$ cat src/hw/host_cmd_pkg.sv
/*
 * Host command definitions shared by the command register file and the top level.
 * Addresses match the byte codes the UART demultiplexer hands over.
 */
package host_cmd_pkg;

  typedef logic [7:0] host_byte_t;  // one byte from the host link

  // command address byte, one value per register or data port
  typedef enum logic [7:0] {
    CMD_LOADER_CONF  = 8'h35,
    CMD_ROM_DATA     = 8'h37,  // streamed into the ROM loader
    CMD_PAD0_BUTTONS = 8'h40,
    CMD_PAD1_BUTTONS = 8'h41,
    CMD_OSD_ADDR_LO  = 8'h80,
    CMD_OSD_ADDR_HI  = 8'h81,
    CMD_OSD_DATA     = 8'h82,  // auto-increments the OSD address
    CMD_OSD_ENABLE   = 8'h83
  } cmd_addr_e;

  localparam int OSD_ADDR_W = 12;  // 4K character cells
  typedef logic [OSD_ADDR_W-1:0] osd_addr_t;

  localparam int NUM_PADS = 2;  // controller ports on the console

endpackage

$ cat src/hw/nes_mem_pkg.sv
/*
 * Memory side definitions: address and data types for the shared memory,
 * plus the phase names of the clock-enable sequence.
 */
package nes_mem_pkg;

  localparam int MEM_ADDR_W = 22;  // 4 MB address space
  typedef logic [MEM_ADDR_W-1:0] mem_addr_t;

  typedef logic [7:0] mem_data_t;

  // one console period, memory runs first and the console last
  //   0 run_mem, 1 mem cmd issued, 2..3 read latency, 4 data out, 5 run_nes
  typedef enum logic [3:0] {
    PH_MEM_RUN = 4'd0,
    PH_MEM_CMD = 4'd1,
    PH_WAIT_2  = 4'd2,
    PH_WAIT_3  = 4'd3,
    PH_DOUT    = 4'd4,
    PH_NES_RUN = 4'd5
  } ce_phase_e;

endpackage

$ cat src/hw/ce_sequencer.sv
/*
 * Clock-enable sequencer. A free-running phase counter lets the memory run on
 * phase 0 and the console on the last phase of each period. Both enables stay
 * off, and the console stays in reset, until the ROM loader reports done.
 */
module ce_sequencer #(
  parameter int CE_PERIOD = 6  // clocks per console cycle, 2 to 16
) (
  input  logic clk,
  input  logic reset,
  input  logic loader_done,
  output logic reset_nes,
  output logic run_mem,
  output logic run_nes
);

  localparam nes_mem_pkg::ce_phase_e LAST_PHASE = nes_mem_pkg::ce_phase_e'(CE_PERIOD - 1);

  nes_mem_pkg::ce_phase_e phase;

  always_ff @(posedge clk) begin
    if (reset) begin
      phase <= nes_mem_pkg::PH_MEM_RUN;
    end else if (phase == LAST_PHASE) begin
      phase <= nes_mem_pkg::PH_MEM_RUN;  // wrap
    end else begin
      phase <= nes_mem_pkg::ce_phase_e'(phase + 4'd1);
    end
  end

  assign reset_nes = !loader_done;

  // memory gets its slot first
  assign run_mem = (phase == nes_mem_pkg::PH_MEM_RUN) && loader_done;
  // read data is back by now
  assign run_nes = (phase == LAST_PHASE) && loader_done;

  // memory and console slots never overlap
  a_slots_apart: assert property (
    @(posedge clk) disable iff (reset) !(run_mem && run_nes)
  ) else $error("run_mem and run_nes high in the same cycle");

endmodule

$ cat src/hw/host_cmd_regs.sv
/*
 * Host command register file. Decodes address/data/strobe triples from the
 * host link into loader, controller and OSD state. ROM and OSD data bytes
 * are not stored here and leave in the same cycle with their strobes.
 */
module host_cmd_regs (
  input  logic                     clk,
  input  logic                     reset,
  input  host_cmd_pkg::cmd_addr_e  cmd_addr,
  input  host_cmd_pkg::host_byte_t cmd_data,
  input  logic                     cmd_write,
  output host_cmd_pkg::host_byte_t buttons [host_cmd_pkg::NUM_PADS],
  output logic                     loader_reset,
  output host_cmd_pkg::host_byte_t loader_byte,
  output logic                     loader_byte_valid,
  output logic                     osd_enable,
  output host_cmd_pkg::osd_addr_t  osd_addr,
  output host_cmd_pkg::host_byte_t osd_din,
  output logic                     osd_we
);

  localparam int OSD_HI_W = host_cmd_pkg::OSD_ADDR_W - 8;  // bits held in the high write

  // register writes, visible the cycle after the strobe
  always_ff @(posedge clk) begin
    if (reset) begin
      for (int i = 0; i < host_cmd_pkg::NUM_PADS; i++) begin
        buttons[i] <= '0;
      end
      loader_reset <= 1'b0;
      osd_enable   <= 1'b0;
      osd_addr     <= '0;
    end else if (cmd_write) begin
      case (cmd_addr)
        host_cmd_pkg::CMD_LOADER_CONF:  loader_reset <= cmd_data[0];  // only bit 0 is defined
        host_cmd_pkg::CMD_PAD0_BUTTONS: buttons[0]   <= cmd_data;
        host_cmd_pkg::CMD_PAD1_BUTTONS: buttons[1]   <= cmd_data;
        host_cmd_pkg::CMD_OSD_ADDR_LO:  osd_addr[7:0] <= cmd_data;
        host_cmd_pkg::CMD_OSD_ADDR_HI: begin
          osd_addr[host_cmd_pkg::OSD_ADDR_W-1:8] <= cmd_data[OSD_HI_W-1:0];
        end
        host_cmd_pkg::CMD_OSD_DATA: begin
          osd_addr <= osd_addr + host_cmd_pkg::osd_addr_t'(1);  // next cell
        end
        host_cmd_pkg::CMD_OSD_ENABLE:   osd_enable <= cmd_data[0];
        default: ;  // ROM data and unknown codes hold state
      endcase
    end
  end

  // pass-through ports, same cycle as the strobe
  always_comb begin
    loader_byte       = cmd_data;
    loader_byte_valid = cmd_write && (cmd_addr == host_cmd_pkg::CMD_ROM_DATA);
    osd_din           = cmd_data;
    osd_we            = cmd_write && (cmd_addr == host_cmd_pkg::CMD_OSD_DATA);
  end

  // a single host byte must never reach both the loader and the OSD
  a_one_data_sink: assert property (
    @(posedge clk) disable iff (reset) !(osd_we && loader_byte_valid)
  ) else $error("host byte strobed into loader and OSD at once");

endmodule

$ cat src/hw/joypad_serializer.sv
/*
 * One controller port. Latches the button byte while the console holds the
 * strobe and shifts it out LSB first on each falling edge of the pad clock.
 */
module joypad_serializer (
  input  logic                     clk,
  input  logic                     reset,
  input  host_cmd_pkg::host_byte_t buttons,
  input  logic                     strobe,
  input  logic                     pad_clock,
  output logic                     pad_data
);

  host_cmd_pkg::host_byte_t shift_q;
  logic                     pad_clock_q;  // previous pad clock sample
  logic                     pad_clock_fall;

  assign pad_clock_fall = pad_clock_q && !pad_clock;

  always_ff @(posedge clk) begin
    if (reset) begin
      shift_q     <= '0;
      pad_clock_q <= 1'b0;  // no edge seen out of reset
    end else begin
      pad_clock_q <= pad_clock;
      if (strobe) begin
        shift_q <= buttons;  // parallel load while strobe held
      end else if (pad_clock_fall) begin
        shift_q <= {1'b0, shift_q[7:1]};  // zeros follow the last button
      end
    end
  end

  // console reads bit 0, A button first after a load
  assign pad_data = shift_q[0];

endmodule

$ cat src/hw/mem_request_arbiter.sv
/*
 * Memory request arbiter. Loader writes win outright; console requests go
 * through only in the memory slot. Refresh fills idle memory slots once the
 * game is loaded, and follows the loader before that.
 */
module mem_request_arbiter (
  input  logic                  run_mem,
  input  logic                  loader_done,
  input  logic                  loader_write,
  input  logic                  loader_refresh,
  input  nes_mem_pkg::mem_addr_t loader_addr,
  input  nes_mem_pkg::mem_data_t loader_data,
  input  logic                  nes_read_cpu,
  input  logic                  nes_read_ppu,
  input  logic                  nes_write,
  input  nes_mem_pkg::mem_addr_t nes_addr,
  input  nes_mem_pkg::mem_data_t nes_wdata,
  output logic                  mem_read_a,
  output logic                  mem_read_b,
  output logic                  mem_write,
  output logic                  mem_refresh,
  output nes_mem_pkg::mem_addr_t mem_addr,
  output nes_mem_pkg::mem_data_t mem_din
);

  logic nes_req;   // console wants memory this period
  logic nes_slot;  // console may use the memory now

  always_comb begin
    nes_req  = nes_read_cpu || nes_read_ppu || nes_write;
    nes_slot = run_mem && loader_done && !loader_write;

    mem_read_a = nes_slot && nes_read_cpu;  // cpu port
    mem_read_b = nes_slot && nes_read_ppu;  // ppu port
    mem_write  = loader_write || (nes_slot && nes_write);
    mem_addr   = loader_write ? loader_addr : nes_addr;
    mem_din    = loader_write ? loader_data : nes_wdata;

    if (loader_write) begin
      mem_refresh = 1'b0;
    end else if (loader_done) begin
      mem_refresh = run_mem && !nes_req;  // idle memory slot
    end else begin
      mem_refresh = loader_refresh;
    end

    // refresh must own the memory for the whole slot
    a_refresh_alone: assert (!(mem_refresh && (mem_write || mem_read_a || mem_read_b)))
      else $error("refresh issued together with a memory access");
  end

endmodule

$ cat src/hw/nes_host_top.sv
/*
 * Host side of the console core. Connects the command register file, the
 * controller serializers, the clock-enable sequencer and the memory arbiter.
 * The console core and the ROM loader attach through the ports below.
 */
module nes_host_top #(
  parameter int CE_PERIOD = 6
) (
  input  logic                                 clk,
  input  logic                                 reset,
  // host command bus
  input  host_cmd_pkg::cmd_addr_e              cmd_addr,
  input  host_cmd_pkg::host_byte_t             cmd_data,
  input  logic                                 cmd_write,
  // ROM loader
  output logic                                 loader_reset,
  output host_cmd_pkg::host_byte_t             loader_byte,
  output logic                                 loader_byte_valid,
  input  logic                                 loader_done,
  input  logic                                 loader_write,
  input  logic                                 loader_refresh,
  input  nes_mem_pkg::mem_addr_t               loader_addr,
  input  nes_mem_pkg::mem_data_t               loader_data,
  // OSD
  output logic                                 osd_enable,
  output host_cmd_pkg::osd_addr_t              osd_addr,
  output host_cmd_pkg::host_byte_t             osd_din,
  output logic                                 osd_we,
  // console
  input  logic                                 joypad_strobe,
  input  logic [host_cmd_pkg::NUM_PADS-1:0]    joypad_clock,
  output logic [host_cmd_pkg::NUM_PADS-1:0]    joypad_data,
  output logic                                 reset_nes,
  output logic                                 run_mem,
  output logic                                 run_nes,
  input  logic                                 nes_read_cpu,
  input  logic                                 nes_read_ppu,
  input  logic                                 nes_write,
  input  nes_mem_pkg::mem_addr_t               nes_addr,
  input  nes_mem_pkg::mem_data_t               nes_wdata,
  // memory
  output logic                                 mem_read_a,
  output logic                                 mem_read_b,
  output logic                                 mem_write,
  output logic                                 mem_refresh,
  output nes_mem_pkg::mem_addr_t               mem_addr,
  output nes_mem_pkg::mem_data_t               mem_din
);

  host_cmd_pkg::host_byte_t buttons [host_cmd_pkg::NUM_PADS];  // host-set button state

  host_cmd_regs u_cmd_regs (
    .clk, .reset, .cmd_addr, .cmd_data, .cmd_write,
    .buttons, .loader_reset, .loader_byte, .loader_byte_valid,
    .osd_enable, .osd_addr, .osd_din, .osd_we
  );

  for (genvar i = 0; i < host_cmd_pkg::NUM_PADS; i++) begin : g_pad
    joypad_serializer u_pad (
      .clk,
      .reset,
      .buttons   (buttons[i]),
      .strobe    (joypad_strobe),  // shared latch line
      .pad_clock (joypad_clock[i]),
      .pad_data  (joypad_data[i])
    );
  end

  ce_sequencer #(
    .CE_PERIOD (CE_PERIOD)
  ) u_ce_seq (
    .clk, .reset, .loader_done, .reset_nes, .run_mem, .run_nes
  );

  mem_request_arbiter u_arbiter (
    .run_mem, .loader_done, .loader_write, .loader_refresh, .loader_addr, .loader_data,
    .nes_read_cpu, .nes_read_ppu, .nes_write, .nes_addr, .nes_wdata,
    .mem_read_a, .mem_read_b, .mem_write, .mem_refresh, .mem_addr, .mem_din
  );

endmodule

$ cat config.mk
export PLATFORM = sky130hd
export DESIGN_NAME = nes_host_top
export DESIGN_NICKNAME = d
export VERILOG_FILES = /design/src/hw/host_cmd_pkg.sv /design/src/hw/nes_mem_pkg.sv /design/src/hw/ce_sequencer.sv /design/src/hw/host_cmd_regs.sv /design/src/hw/joypad_serializer.sv /design/src/hw/mem_request_arbiter.sv /design/src/hw/nes_host_top.sv
export SDC_FILE = /design/constraint.sdc
export NUM_CORES = 1
export LEC_CHECK = 0
export BUFFER_PORTS_ARGS = -buffer_cell sky130_fd_sc_hd__buf_2
export CORE_MARGIN = 1
export CORE_UTILIZATION = 42
export CTS_CLUSTER_DIAMETER = 150
export CTS_CLUSTER_SIZE = 8
export DETAILED_ROUTE_END_ITERATION = 10
export HOLD_SLACK_MARGIN = 0.02
export PLACE_DENSITY_LB_ADDON = 0.05
export SYNTH_ARGS = -nofsm -noshare
export SYNTH_HDL_FRONTEND = slang
export SYNTH_SLANG_ARGS = --single-unit
$ cat constraint.sdc
create_clock -name clk -period 1.7 [get_ports clk]
set_clock_uncertainty 0.2 [all_clocks]
set_input_delay 0.17 -clock clk [delete_from_list [all_inputs] [get_ports clk]]
set_output_delay 0.17 -clock clk [all_outputs]
set_load 0.03 [all_outputs]
==> results of run 1 <==
## synthesized netlist by cell type, types with 6 or more instances
cell and n:
nand3_1 8, clkbuf_1 18, mux2i_1 34, nor2_1 42, nand2_1 6, a21oi_1 11
buf_4 18, inv_1 9, dfxtp_1 52, nand4_1 7, mux2_2 45, nor4_1 8
## sequential cells by signal (all words and copies together), names as in the netlist
register and count:
g_pad.u_pad.shift_q 16, u_cmd_regs.buttons 16, u_cmd_regs.osd_addr 12, u_ce_seq.phase 4, g_pad.u_pad.pad_clock_q 2, u_cmd_regs.loader_reset 1, u_cmd_regs.osd_enable 1
## critical path: stages (launching register included)
cell and delay, ns:
dfxtp_2 0.34, inv_2 0.06, ha_4 0.13, nor4b_4 0.19, buf_4 0.16, a22oi_2 0.05, nor2_2 0.12, buf_6 0.14
## power by group through the flow
stage / sequential, W / clock, W / combinational (W)
5_1_grt: 0.00124 / 0.000956 / 0.000749
2_1_floorplan: 0.00126 / 0 / 0.000418
3_3_place_gp: 0.00126 / 0 / 0.000639
4_1_cts: 0.00124 / 0.000896 / 0.000691
3_5_place_dp: 0.00126 / 0 / 0.000643
6_report: 0.00124 / 0.000861 / 0.000698
## repair_timing
| item | CTS | global route |
|---|---|---|
| setup buffers | 5 | 1 |
| pin swaps | 5 | 4 |
| setup endpoints to repair | 7 | 17 |
| cloned | 0 | 0 |
| hold buffers | 7 | 0 |
| hold endpoints to repair | 11 | 0 |
| resized for setup | 23 | 18 |
## worst min-delay path by stage
stage / slack, ns / end
2_1_floorplan: 0.1 / g_pad[0].u_pad.pad_clock_q
3_3_place_gp: 0.20 / g_pad[1].u_pad.pad_clock_q
3_5_place_dp: 0.20 / g_pad[1].u_pad.pad_clock_q
4_1_cts: 0.02 / u_cmd_regs.buttons[2]
5_1_grt: 0.02 / u_cmd_regs.osd_addr[1]
6_report: 0.02 / u_cmd_regs.buttons[2]
## cell families (layout without fill, tap and decap cells)
group                    after synthesis  count (layout)  share of synthesized area, %
AO/OA/AOI/OAI                         41              41                          8.97
AND/OR/NAND/NOR                      114             114                          20.4
flip-flops                            52              52                          33.5
buffers and inverters                 48             224                          8.04
XOR/XNOR                               1               1                         0.282
adder cells (fa/ha/maj)                4               4                          1.61
multiplexers                          79              79                          27.2
## per-layer routing
| layer | wire [um] | GRT usage [%] | part of all wire (%) |
|---|---|---|---|
| met2 | 4410 | 39.4 | 50 |
| met4 | 99 | 4.69 | 1.1 |
| met5 | 0 | 0 | 0 |
| met3 | 487 | 4.81 | 5.5 |
| met1 | 3900 | 29.1 | 44 |
## area by class of cell
class                   instances  area (um2)
flip-flops and latches         52        1050
fillers                       676        2690
clock inverters                 3        46.3
repair buffers                207        1240
inverters                       9        33.8
clock buffers                   5        68.8
well taps                      99         124
multi-input cells             239        1960
## per-stage QoR
step / cells / TNS, ns / setup slack [ns] / total power [W] / instance area (um2)
after global routing: 614 / -1.49 / -0.298 / 0.00294 / 4520
final: 614 / -0.866 / -0.179 / 0.00279 / 4520
after CTS: 613 / -0.952 / -0.194 / 0.00282 / 4440
after floorplan: 339 / -0.485 / -0.0962 / 0.00168 / 3180
after detailed placement: 593 / -1.99 / -0.223 / 0.00191 / 4140
after global placement: 593 / -1.81 / -0.157 / 0.00190 / 4140
## cells in the final DEF, fill, tap and decap left out, drive strengths merged, types with 4 or more instances in the layout
cell type and count:
mux2 45, nor4 9, o31a 4, nor2b 5, nor3b 5, o32ai 5, dlygate4sd3 7, buf 200
mux2i 34, nor2 42, nand2 6, nand4 7, and2 6, clkbuf 5, dfxtp 52, nand3 8
o21ai 8, ha 4, inv 10, a21oi 11, nor3 6, nand2b 4
==> impl_metrics.toml, run 1 <==
[min_path]
min_path_cells = 3
hold_start = "cmd_data[2]"
hold_path.class = "in -> reg"

[clocking]
tritoncts = "yes"
htreeDepth = 2
clockRootBuffer = "clkbuf_8"
clk_path_buf_depth = 2
cts.sinks = 52
cts.clk_slew.worst_paths_ns = 0.10
numCtsBuffers = 5
clk-insertion-delay-late_ns = 0.30

[global_routing]
antenna_found_initial = 0
grt_max_degree = 34
grt_pass1_vias = 2915
grt_usage_pct = 22.7
grt_pass1_wl_um = 13600
overflow = 0

[power_and_ir_drop]
swShare_pct = 29.5
switching_power_w = 0.000823
power.density_nw_per_um2 = 618
p_leak_nw = 2.17
pwr-share-seq_pct = 44.2
p_int_w = 0.00197
peakVddDrop_v = 0.000425
comb_power_share_pct = 25.0
clkPwrFrac_pct = 30.8

[setup_path]
worstPathArrival_ns = 1.51
r2r-end = "u_cmd_regs.osd_addr[10]"
r2r_slack_ns = 0.10
worstSetupPathType = "reg -> out"
worstSetupStartpointType = "flop"
cp.required_ns = 1.33
rr_startpoint = "u_cmd_regs.osd_addr[1]"
critPathMaxFanout = 3
cp-end-kind = "primary output"
cp-endpoint = "mem_refresh"
rr_worst_depth = 5
crit_start = "u_ce_seq.phase[0]"

[floorplan]
die_area_um2 = 7760
core_um2 = 7210
die_x_um = 88.1
start_util_pct = 43.1
die_height_um = 88.1
ioPinCount = 159
rows = 31

[sta]
setup_viol = 6
fmax_mhz = 532
hold_viol_final = 0
drv_slew = 0
fin_crit_ns = 1.88
slew_headroom_pct = 67.6
hold_slack_ns = 0.0190
fin_ws_ns = -0.179
rsz0062_at_grt = "true"
post-route-period-util_pct = 111
tightest_slew_ns = 0.486

[drt]
wl_per_cell_um = 14.5
dr.pass1.iters = 6
wirelength_um = 8890
route.antenna.remaining_nets = 0
drc = 0
viasPerCell = 5.08
first_iter_violations = 68
vias = 3118

[yosys]
syn_area_per_cell_um2 = 9.18
synthCells = 339
synth_top_area_cell = "dfxtp_1"
synth.cell_area_um2 = 3110
synth.area.top_cells = "dfxtp_1 33%, mux2_2 16%, mux2i_1 11%"
seq_area_frac_synth_pct = 33.5
synth.distinct_cells = 47
synth_edf_count = 0
synth_top_area_share_pct = 33.5
syn-num-nets = 431
yosys_warnings = 0
synth_top_flop_cell = "dfxtp_1"
async_reset_ff_share_pct = 0
synth.ff_latch_count = 52

[place]
gp_congestion = 0.859
numPortBuffers = 158
place.detailed.hpwl_um = 6700

[status]
violations = "setup timing"
status = "complete, but fails checks"

[finish]
syn2layout_area_growth_pct = 45.3
drive_above_1_share_pct = 55.5
diodes = 0
utilization_pct = 62.7
layout.nets = 606

[run]
drv_cap = 0
Note: power is estimated with default switching activity, not from simulation.
==> inputs of run 2 (changes only) <==
==> constraint.sdc (replaced) <==
create_clock -name clk -period 1.59 [get_ports clk]
set_clock_uncertainty 0.2 [all_clocks]
set_input_delay 0.318 -clock clk [delete_from_list [all_inputs] [get_ports clk]]
set_output_delay 0.318 -clock clk [all_outputs]
set_load 0.03 [all_outputs]
==> impl_metrics.toml, run 2 (synthesized netlist as in run 1, its figures left out) <==
[status]
status = "complete, but fails checks"
violations = "setup timing"

[clocking]
tritoncts = "yes"
clk_path_buf_depth = 2
clockRootBuffer = "clkbuf_8"
cts.sinks = 52
htreeDepth = 2
cts.clk_slew.worst_paths_ns = 0.10
clk-insertion-delay-late_ns = 0.31
numCtsBuffers = 5

[sta]
hold_viol_final = 0
fmax_mhz = 490
post-route-period-util_pct = 128
drv_slew = 0
fin_crit_ns = 2.04
tightest_slew_ns = 0.315
fin_ws_ns = -0.453
setup_viol = 20
finalSetupTns_ns = -3.60
rsz0062_at_grt = "true"
hold_slack_ns = 0.0270
slew_headroom_pct = 78.9

[drt]
first_iter_violations = 191
dr.pass1.iters = 6
vias = 3257
wl_per_cell_um = 15.5
drc = 0
viasPerCell = 5.14
wirelength_um = 9850
route.antenna.remaining_nets = 0

[global_routing]
met2_usage_pct = 39.4
grt_pass1_vias = 2895
grtUsageMet3_pct = 4.15
grt_usage_pct = 23.5
grt_max_degree = 25
busiest_layer = "met2"
grt_pass1_wl_um = 14000
antenna_found_initial = 0
overflow = 0
met1_usage_pct = 31.6

[finish]
layout.nets = 626
layout_common_cells = "131 x buf_2, 59 x buf_4, 47 x dfxtp_1"
drive_above_1_share_pct = 63.2
utilization_pct = 69.9
finalNonFillerCells = 634
final_area_um2 = 5040
largestRegisters = "g_pad.u_pad.shift_q x16, u_cmd_regs.buttons x16, u_cmd_regs.osd_addr x12"
syn2layout_area_growth_pct = 62.0
final_common_cell = "buf_2"
diodes = 0
fillers = 582

[setup_path]
cp-endpoint = "mem_read_b"
cp.required_ns = 1.07
r2r-end = "u_cmd_regs.osd_addr[10]"
crit_start = "u_ce_seq.phase[1]"
rr_worst_depth = 5
rr_startpoint = "u_cmd_regs.osd_addr[0]"
worstPathArrival_ns = 1.52
cp-end-kind = "primary output"
worstSetupStartpointType = "flop"
r2r_slack_ns = 0
worstSetupPathType = "reg -> out"
critPathMaxFanout = 3

[floorplan]
die_x_um = 88.1
ioPinCount = 159
rows = 31
die_area_um2 = 7760
core_um2 = 7210
start_util_pct = 43.1
die_height_um = 88.1

[place]
gp_congestion = 0.850
numPortBuffers = 158
dp.cells = 617
postPlaceCellArea_um2 = 4440
place.detailed.hpwl_um = 7050

[power_and_ir_drop]
power.density_nw_per_um2 = 599
comb_power_share_pct = 30.2
clkPwrFrac_pct = 26.1
swShare_pct = 31.8
p_leak_nw = 2.43
p_int_w = 0.00206
pwr-share-seq_pct = 43.7
peakVddDrop_v = 0.000366
switching_power_w = 0.000959

[run]
drv_cap = 0

[min_path]
hold_path.class = "in -> reg"
## run 2: changes by cell type in the layout (fill, tap and decap cells not counted), moves of 3 or more
cell,delta
buf_2,-20
buf_4,+19
buf_6,+21
buf_8,+3
dlygate4sd3_1,-7
mux2_2,-14
mux2_4,+14
nand3_1,-4
nand3_2,+3
## run 2: repair_timing
action,in CTS,in global routing
pin swaps,13,6
gates cloned,0,1
resized for setup,63,60
setup buffers,7,1
hold buffers,0,0
endpoints found under the setup margin,50,42
## run 2: how the worst min path moves through the flow
stage                               start  cells after the start  slack, ns                    endpoint
finish                    joypad_clock[1]                      2       0.03  g_pad[1].u_pad.pad_clock_q
global route              joypad_clock[0]                      2       0.04  g_pad[0].u_pad.pad_clock_q
CTS                       joypad_clock[1]                      2       0.03  g_pad[1].u_pad.pad_clock_q
detailed placement  u_cmd_regs.buttons[7]                      2       0.28   g_pad[1].u_pad.shift_q[7]
global placement    u_cmd_regs.buttons[7]                      2       0.26   g_pad[1].u_pad.shift_q[7]
floorplan                 joypad_clock[0]                      1       0.25  g_pad[0].u_pad.pad_clock_q
## run 2: final cells by class
type	instances	area [um2]	area share, %
multi-input cells	239	2190	43.4
flip-flops and latches	52	1050	20.8
well taps	99	124	2.46
clock buffers	5	68.8	1.37
clock inverters	3	22.5	0.447
repair buffers	227	1550	30.8
inverters	9	41.3	0.819
## run 2: power groups by stage
stage                     sequential, W  combinational (W)  clock (W)
after detailed placement        0.00135           0.000785          0
after global routing            0.00132           0.000965   0.000864
after global placement          0.00135           0.000775          0
final                           0.00132           0.000911   0.000788
after floorplan                 0.00135           0.000494          0
after CTS                       0.00132           0.000853   0.000801
## run 2: critical path, stage by stage, from the launching register on
cell     delay [ns]
dfxtp_2        0.33
inv_2          0.07
ha_4           0.12
nor4b_4        0.23
nor2b_4        0.20
and2_4         0.15
buf_6          0.12
## run 2: routing by layer
metal	vias up	wire [um]
met5	-	0
met4	0	84
met3	7	452
met2	67	5060
met1	1589	4260
li1	1594	-
## run 2: per-stage QoR
stage / setup WS (ns) / total power (W)
2_1_floorplan: -0.418 / 0.00185
3_3_place_gp: -0.440 / 0.00212
3_5_place_dp: -0.454 / 0.00213
4_1_cts: -0.448 / 0.00297
5_1_grt: -0.530 / 0.00315
6_report: -0.453 / 0.00302
==> inputs of run 3 (changes only) <==
--- a/config.mk
+++ b/config.mk
@@ -7,12 +7,14 @@
 export LEC_CHECK = 0
 export BUFFER_PORTS_ARGS = -buffer_cell sky130_fd_sc_hd__buf_2
 export CORE_MARGIN = 1
-export CORE_UTILIZATION = 42
-export CTS_CLUSTER_DIAMETER = 150
+export CORE_UTILIZATION = 43
+export CTS_BUF_LIST = sky130_fd_sc_hd__clkbuf_2 sky130_fd_sc_hd__clkbuf_4 sky130_fd_sc_hd__clkbuf_8
+export CTS_CLUSTER_DIAMETER = 40
 export CTS_CLUSTER_SIZE = 8
 export DETAILED_ROUTE_END_ITERATION = 10
 export HOLD_SLACK_MARGIN = 0.02
 export PLACE_DENSITY_LB_ADDON = 0.05
+export REMOVE_ABC_BUFFERS = 1
 export SYNTH_ARGS = -nofsm -noshare
 export SYNTH_HDL_FRONTEND = slang
 export SYNTH_SLANG_ARGS = --single-unit
==> impl_metrics.toml, run 3 (synthesized netlist as in run 1, its figures left out) <==
[setup_path]
path_cells = "inv_2 > buf_4 > buf_6 > ha_4 > inv_4 > nor3b_4 > and2_4 > buf_6"
crit_buf_inv = 5
cpMostUsedCell = "buf_6"
r2r_slack_ns = -0.09
worstPathArrival_ns = 1.56
worstSetupPathType = "reg -> out"
crit_family = "buffers and inverters"
cp.required_ns = 1.07
crit_slowest_cell = "dfxtp_2"
cp-end-kind = "primary output"
r2r-end = "u_cmd_regs.osd_addr[10]"
crit_path_max_incr_delay_ns = 0.34
rr_worst_depth = 5
crit_start = "u_ce_seq.phase[1]"
critPathMaxFanout = 2
worstSetupStartpointType = "flop"
rr_startpoint = "u_cmd_regs.osd_addr[0]"

[drt]
vias = 3275
viasPerCell = 5.22
wl_per_cell_um = 16.5
wirelength_um = 10400
first_iter_violations = 111
route.antenna.remaining_nets = 0
drc = 0
dr.pass1.iters = 4

[floorplan]
start_util_pct = 45.1
ioPinCount = 159
rows = 30
die_height_um = 87.1
die_area_um2 = 7580
core_um2 = 6910
die_x_um = 87.1

[clocking]
tritoncts = "yes"
cts.sinks = 52
htreeDepth = 2
clockRootBuffer = "clkbuf_8"
cts.clk_slew.worst_paths_ns = 0.10
clk_path_buf_depth = 2
clk-insertion-delay-late_ns = 0.31
numCtsBuffers = 5

[min_path]
hold_path.class = "in -> reg"
holdPathEnd = "g_pad[1].u_pad.pad_clock_q"
hold_start = "joypad_clock[1]"
min_path_cells = 2

[place]
pre_cts_ws_ns = -0.665
place.detailed.hpwl_um = 7120
gp_congestion = 0.951
numPortBuffers = 158
dp.cells = 604

[sta]
fmax_mhz = 480
setup_viol = 23
fin_crit_ns = 2.08
fin_ws_ns = -0.491
tightest_slew_ns = 0.376
hold_viol_final = 0
slew_headroom_pct = 74.7
drv_slew = 0
post-route-period-util_pct = 131
rsz0062_at_grt = "true"

[global_routing]
antenna_found_initial = 0
grt_max_degree = 25
overflow = 0
grt_pass1_wl_um = 14800
grt_usage_pct = 25.2
grt_pass1_vias = 3046

[finish]
drive_above_1_share_pct = 59.7
largestRegisters = "g_pad.u_pad.shift_q x16, u_cmd_regs.buttons x16, u_cmd_regs.osd_addr x12"
layout.nets = 622
syn2layout_area_growth_pct = 64.0
layout_common_cells = "117 x buf_2, 49 x dfxtp_1, 47 x buf_6, 47 x buf_4, 40 x nor2_1"
final_common_cell = "buf_2"
fillers = 522
diodes = 0
finalNonFillerCells = 627

[status]
status = "complete, but fails checks"
violations = "setup timing"

[power_and_ir_drop]
power.density_nw_per_um2 = 605
p_leak_nw = 2.45
peakVddDrop_v = 0.000471

[run]
drv_cap = 0
## run 3: cell count changes in the layout (fill, tap and decap cells not counted), moves of 4 or more
| cell | delta |
|---|---|
| buf_2 | -14 |
| mux2_4 | -6 |
| mux2_2 | +6 |
| buf_12 | +5 |
| buf_16 | +4 |
| buf_6 | +18 |
| buf_4 | -12 |
| nor4_1 | +4 |
## run 3: how the worst max path moves through the flow
stage | endpoint | slack (ns) | cells after the start
final | run_nes | -0.49 | 8
after global routing | mem_read_b | -0.59 | 6
after CTS | mem_read_b | -0.51 | 6
after detailed placement | u_cmd_regs.osd_addr[7] | -0.67 | 7
after global placement | u_cmd_regs.osd_addr[7] | -0.58 | 7
after floorplan | mem_refresh | -1.28 | 4
## run 3: stage by stage
step | hold slack [ns] | total power (W) | utilization, % | instance area [um2] | TNS [ns]
final | 0.0297 | 0.00308 | 73.9 | 5100 | -5.16
after global routing | 0.0225 | 0.00321 | 73.9 | 5100 | -6.41
after CTS | 0.0295 | 0.00301 | 69.4 | 4800 | -5.00
after detailed placement | 0.283 | 0.00208 | 61.3 | 4230 | -15.87
after global placement | 0.272 | 0.00207 | 61.3 | 4230 | -14.85
after floorplan | 0.187 | 0.00166 | - | 2900 | -13.90
## run 3: routing by layer
layer	GRT usage [%]	wire length (um)
met1	31.3	4170
met2	44.1	5420
met3	4.17	553
met4	8.18	233
met5	0	0
## run 3: where the power goes
| group | internal [W] | total [W] | switching, W |
|---|---|---|---|
| logic | 0.000485 | 0.000978 | 0.000493 |
| registers | 0.00131 | 0.00132 | 0.00000671 |
| clock network | 0.000331 | 0.000787 | 0.000456 |
## run 3: layout make-up
| cell class | count | area (um2) | share of cell area (%) |
|---|---|---|---|
| tap | 96 | 120 | 2.35 |
| multi-input combinational | 239 | 2070 | 40.5 |
| clock inverter | 2 | 16.3 | 0.319 |
| timing repair buffer | 223 | 1740 | 34.2 |
| sequential | 52 | 1040 | 20.5 |
| inverter | 9 | 36.3 | 0.711 |
| clock buffer | 6 | 76.3 | 1.50 |
## run 3: repair_timing
action | in CTS | in global routing
pin swaps | 13 | 18
endpoints found under the setup margin | 52 | 44
setup buffers | 5 | 7
hold buffers | 0 | 0
cloned | 4 | 1
resized for setup | 93 | 77
endpoints found under the hold margin | 0 | 0
## run 3: worst register-to-register path: cells and delay by family, from the launching register on
| family | cells | cell delay (ns) |
|---|---|---|
| AOI/OAI and AO/OA | 2 | 0.26 |
| adders and majority gates | 1 | 0.25 |
| DFF | 1 | 0.36 |
| and+or+nand+nor | 2 | 0.52 |
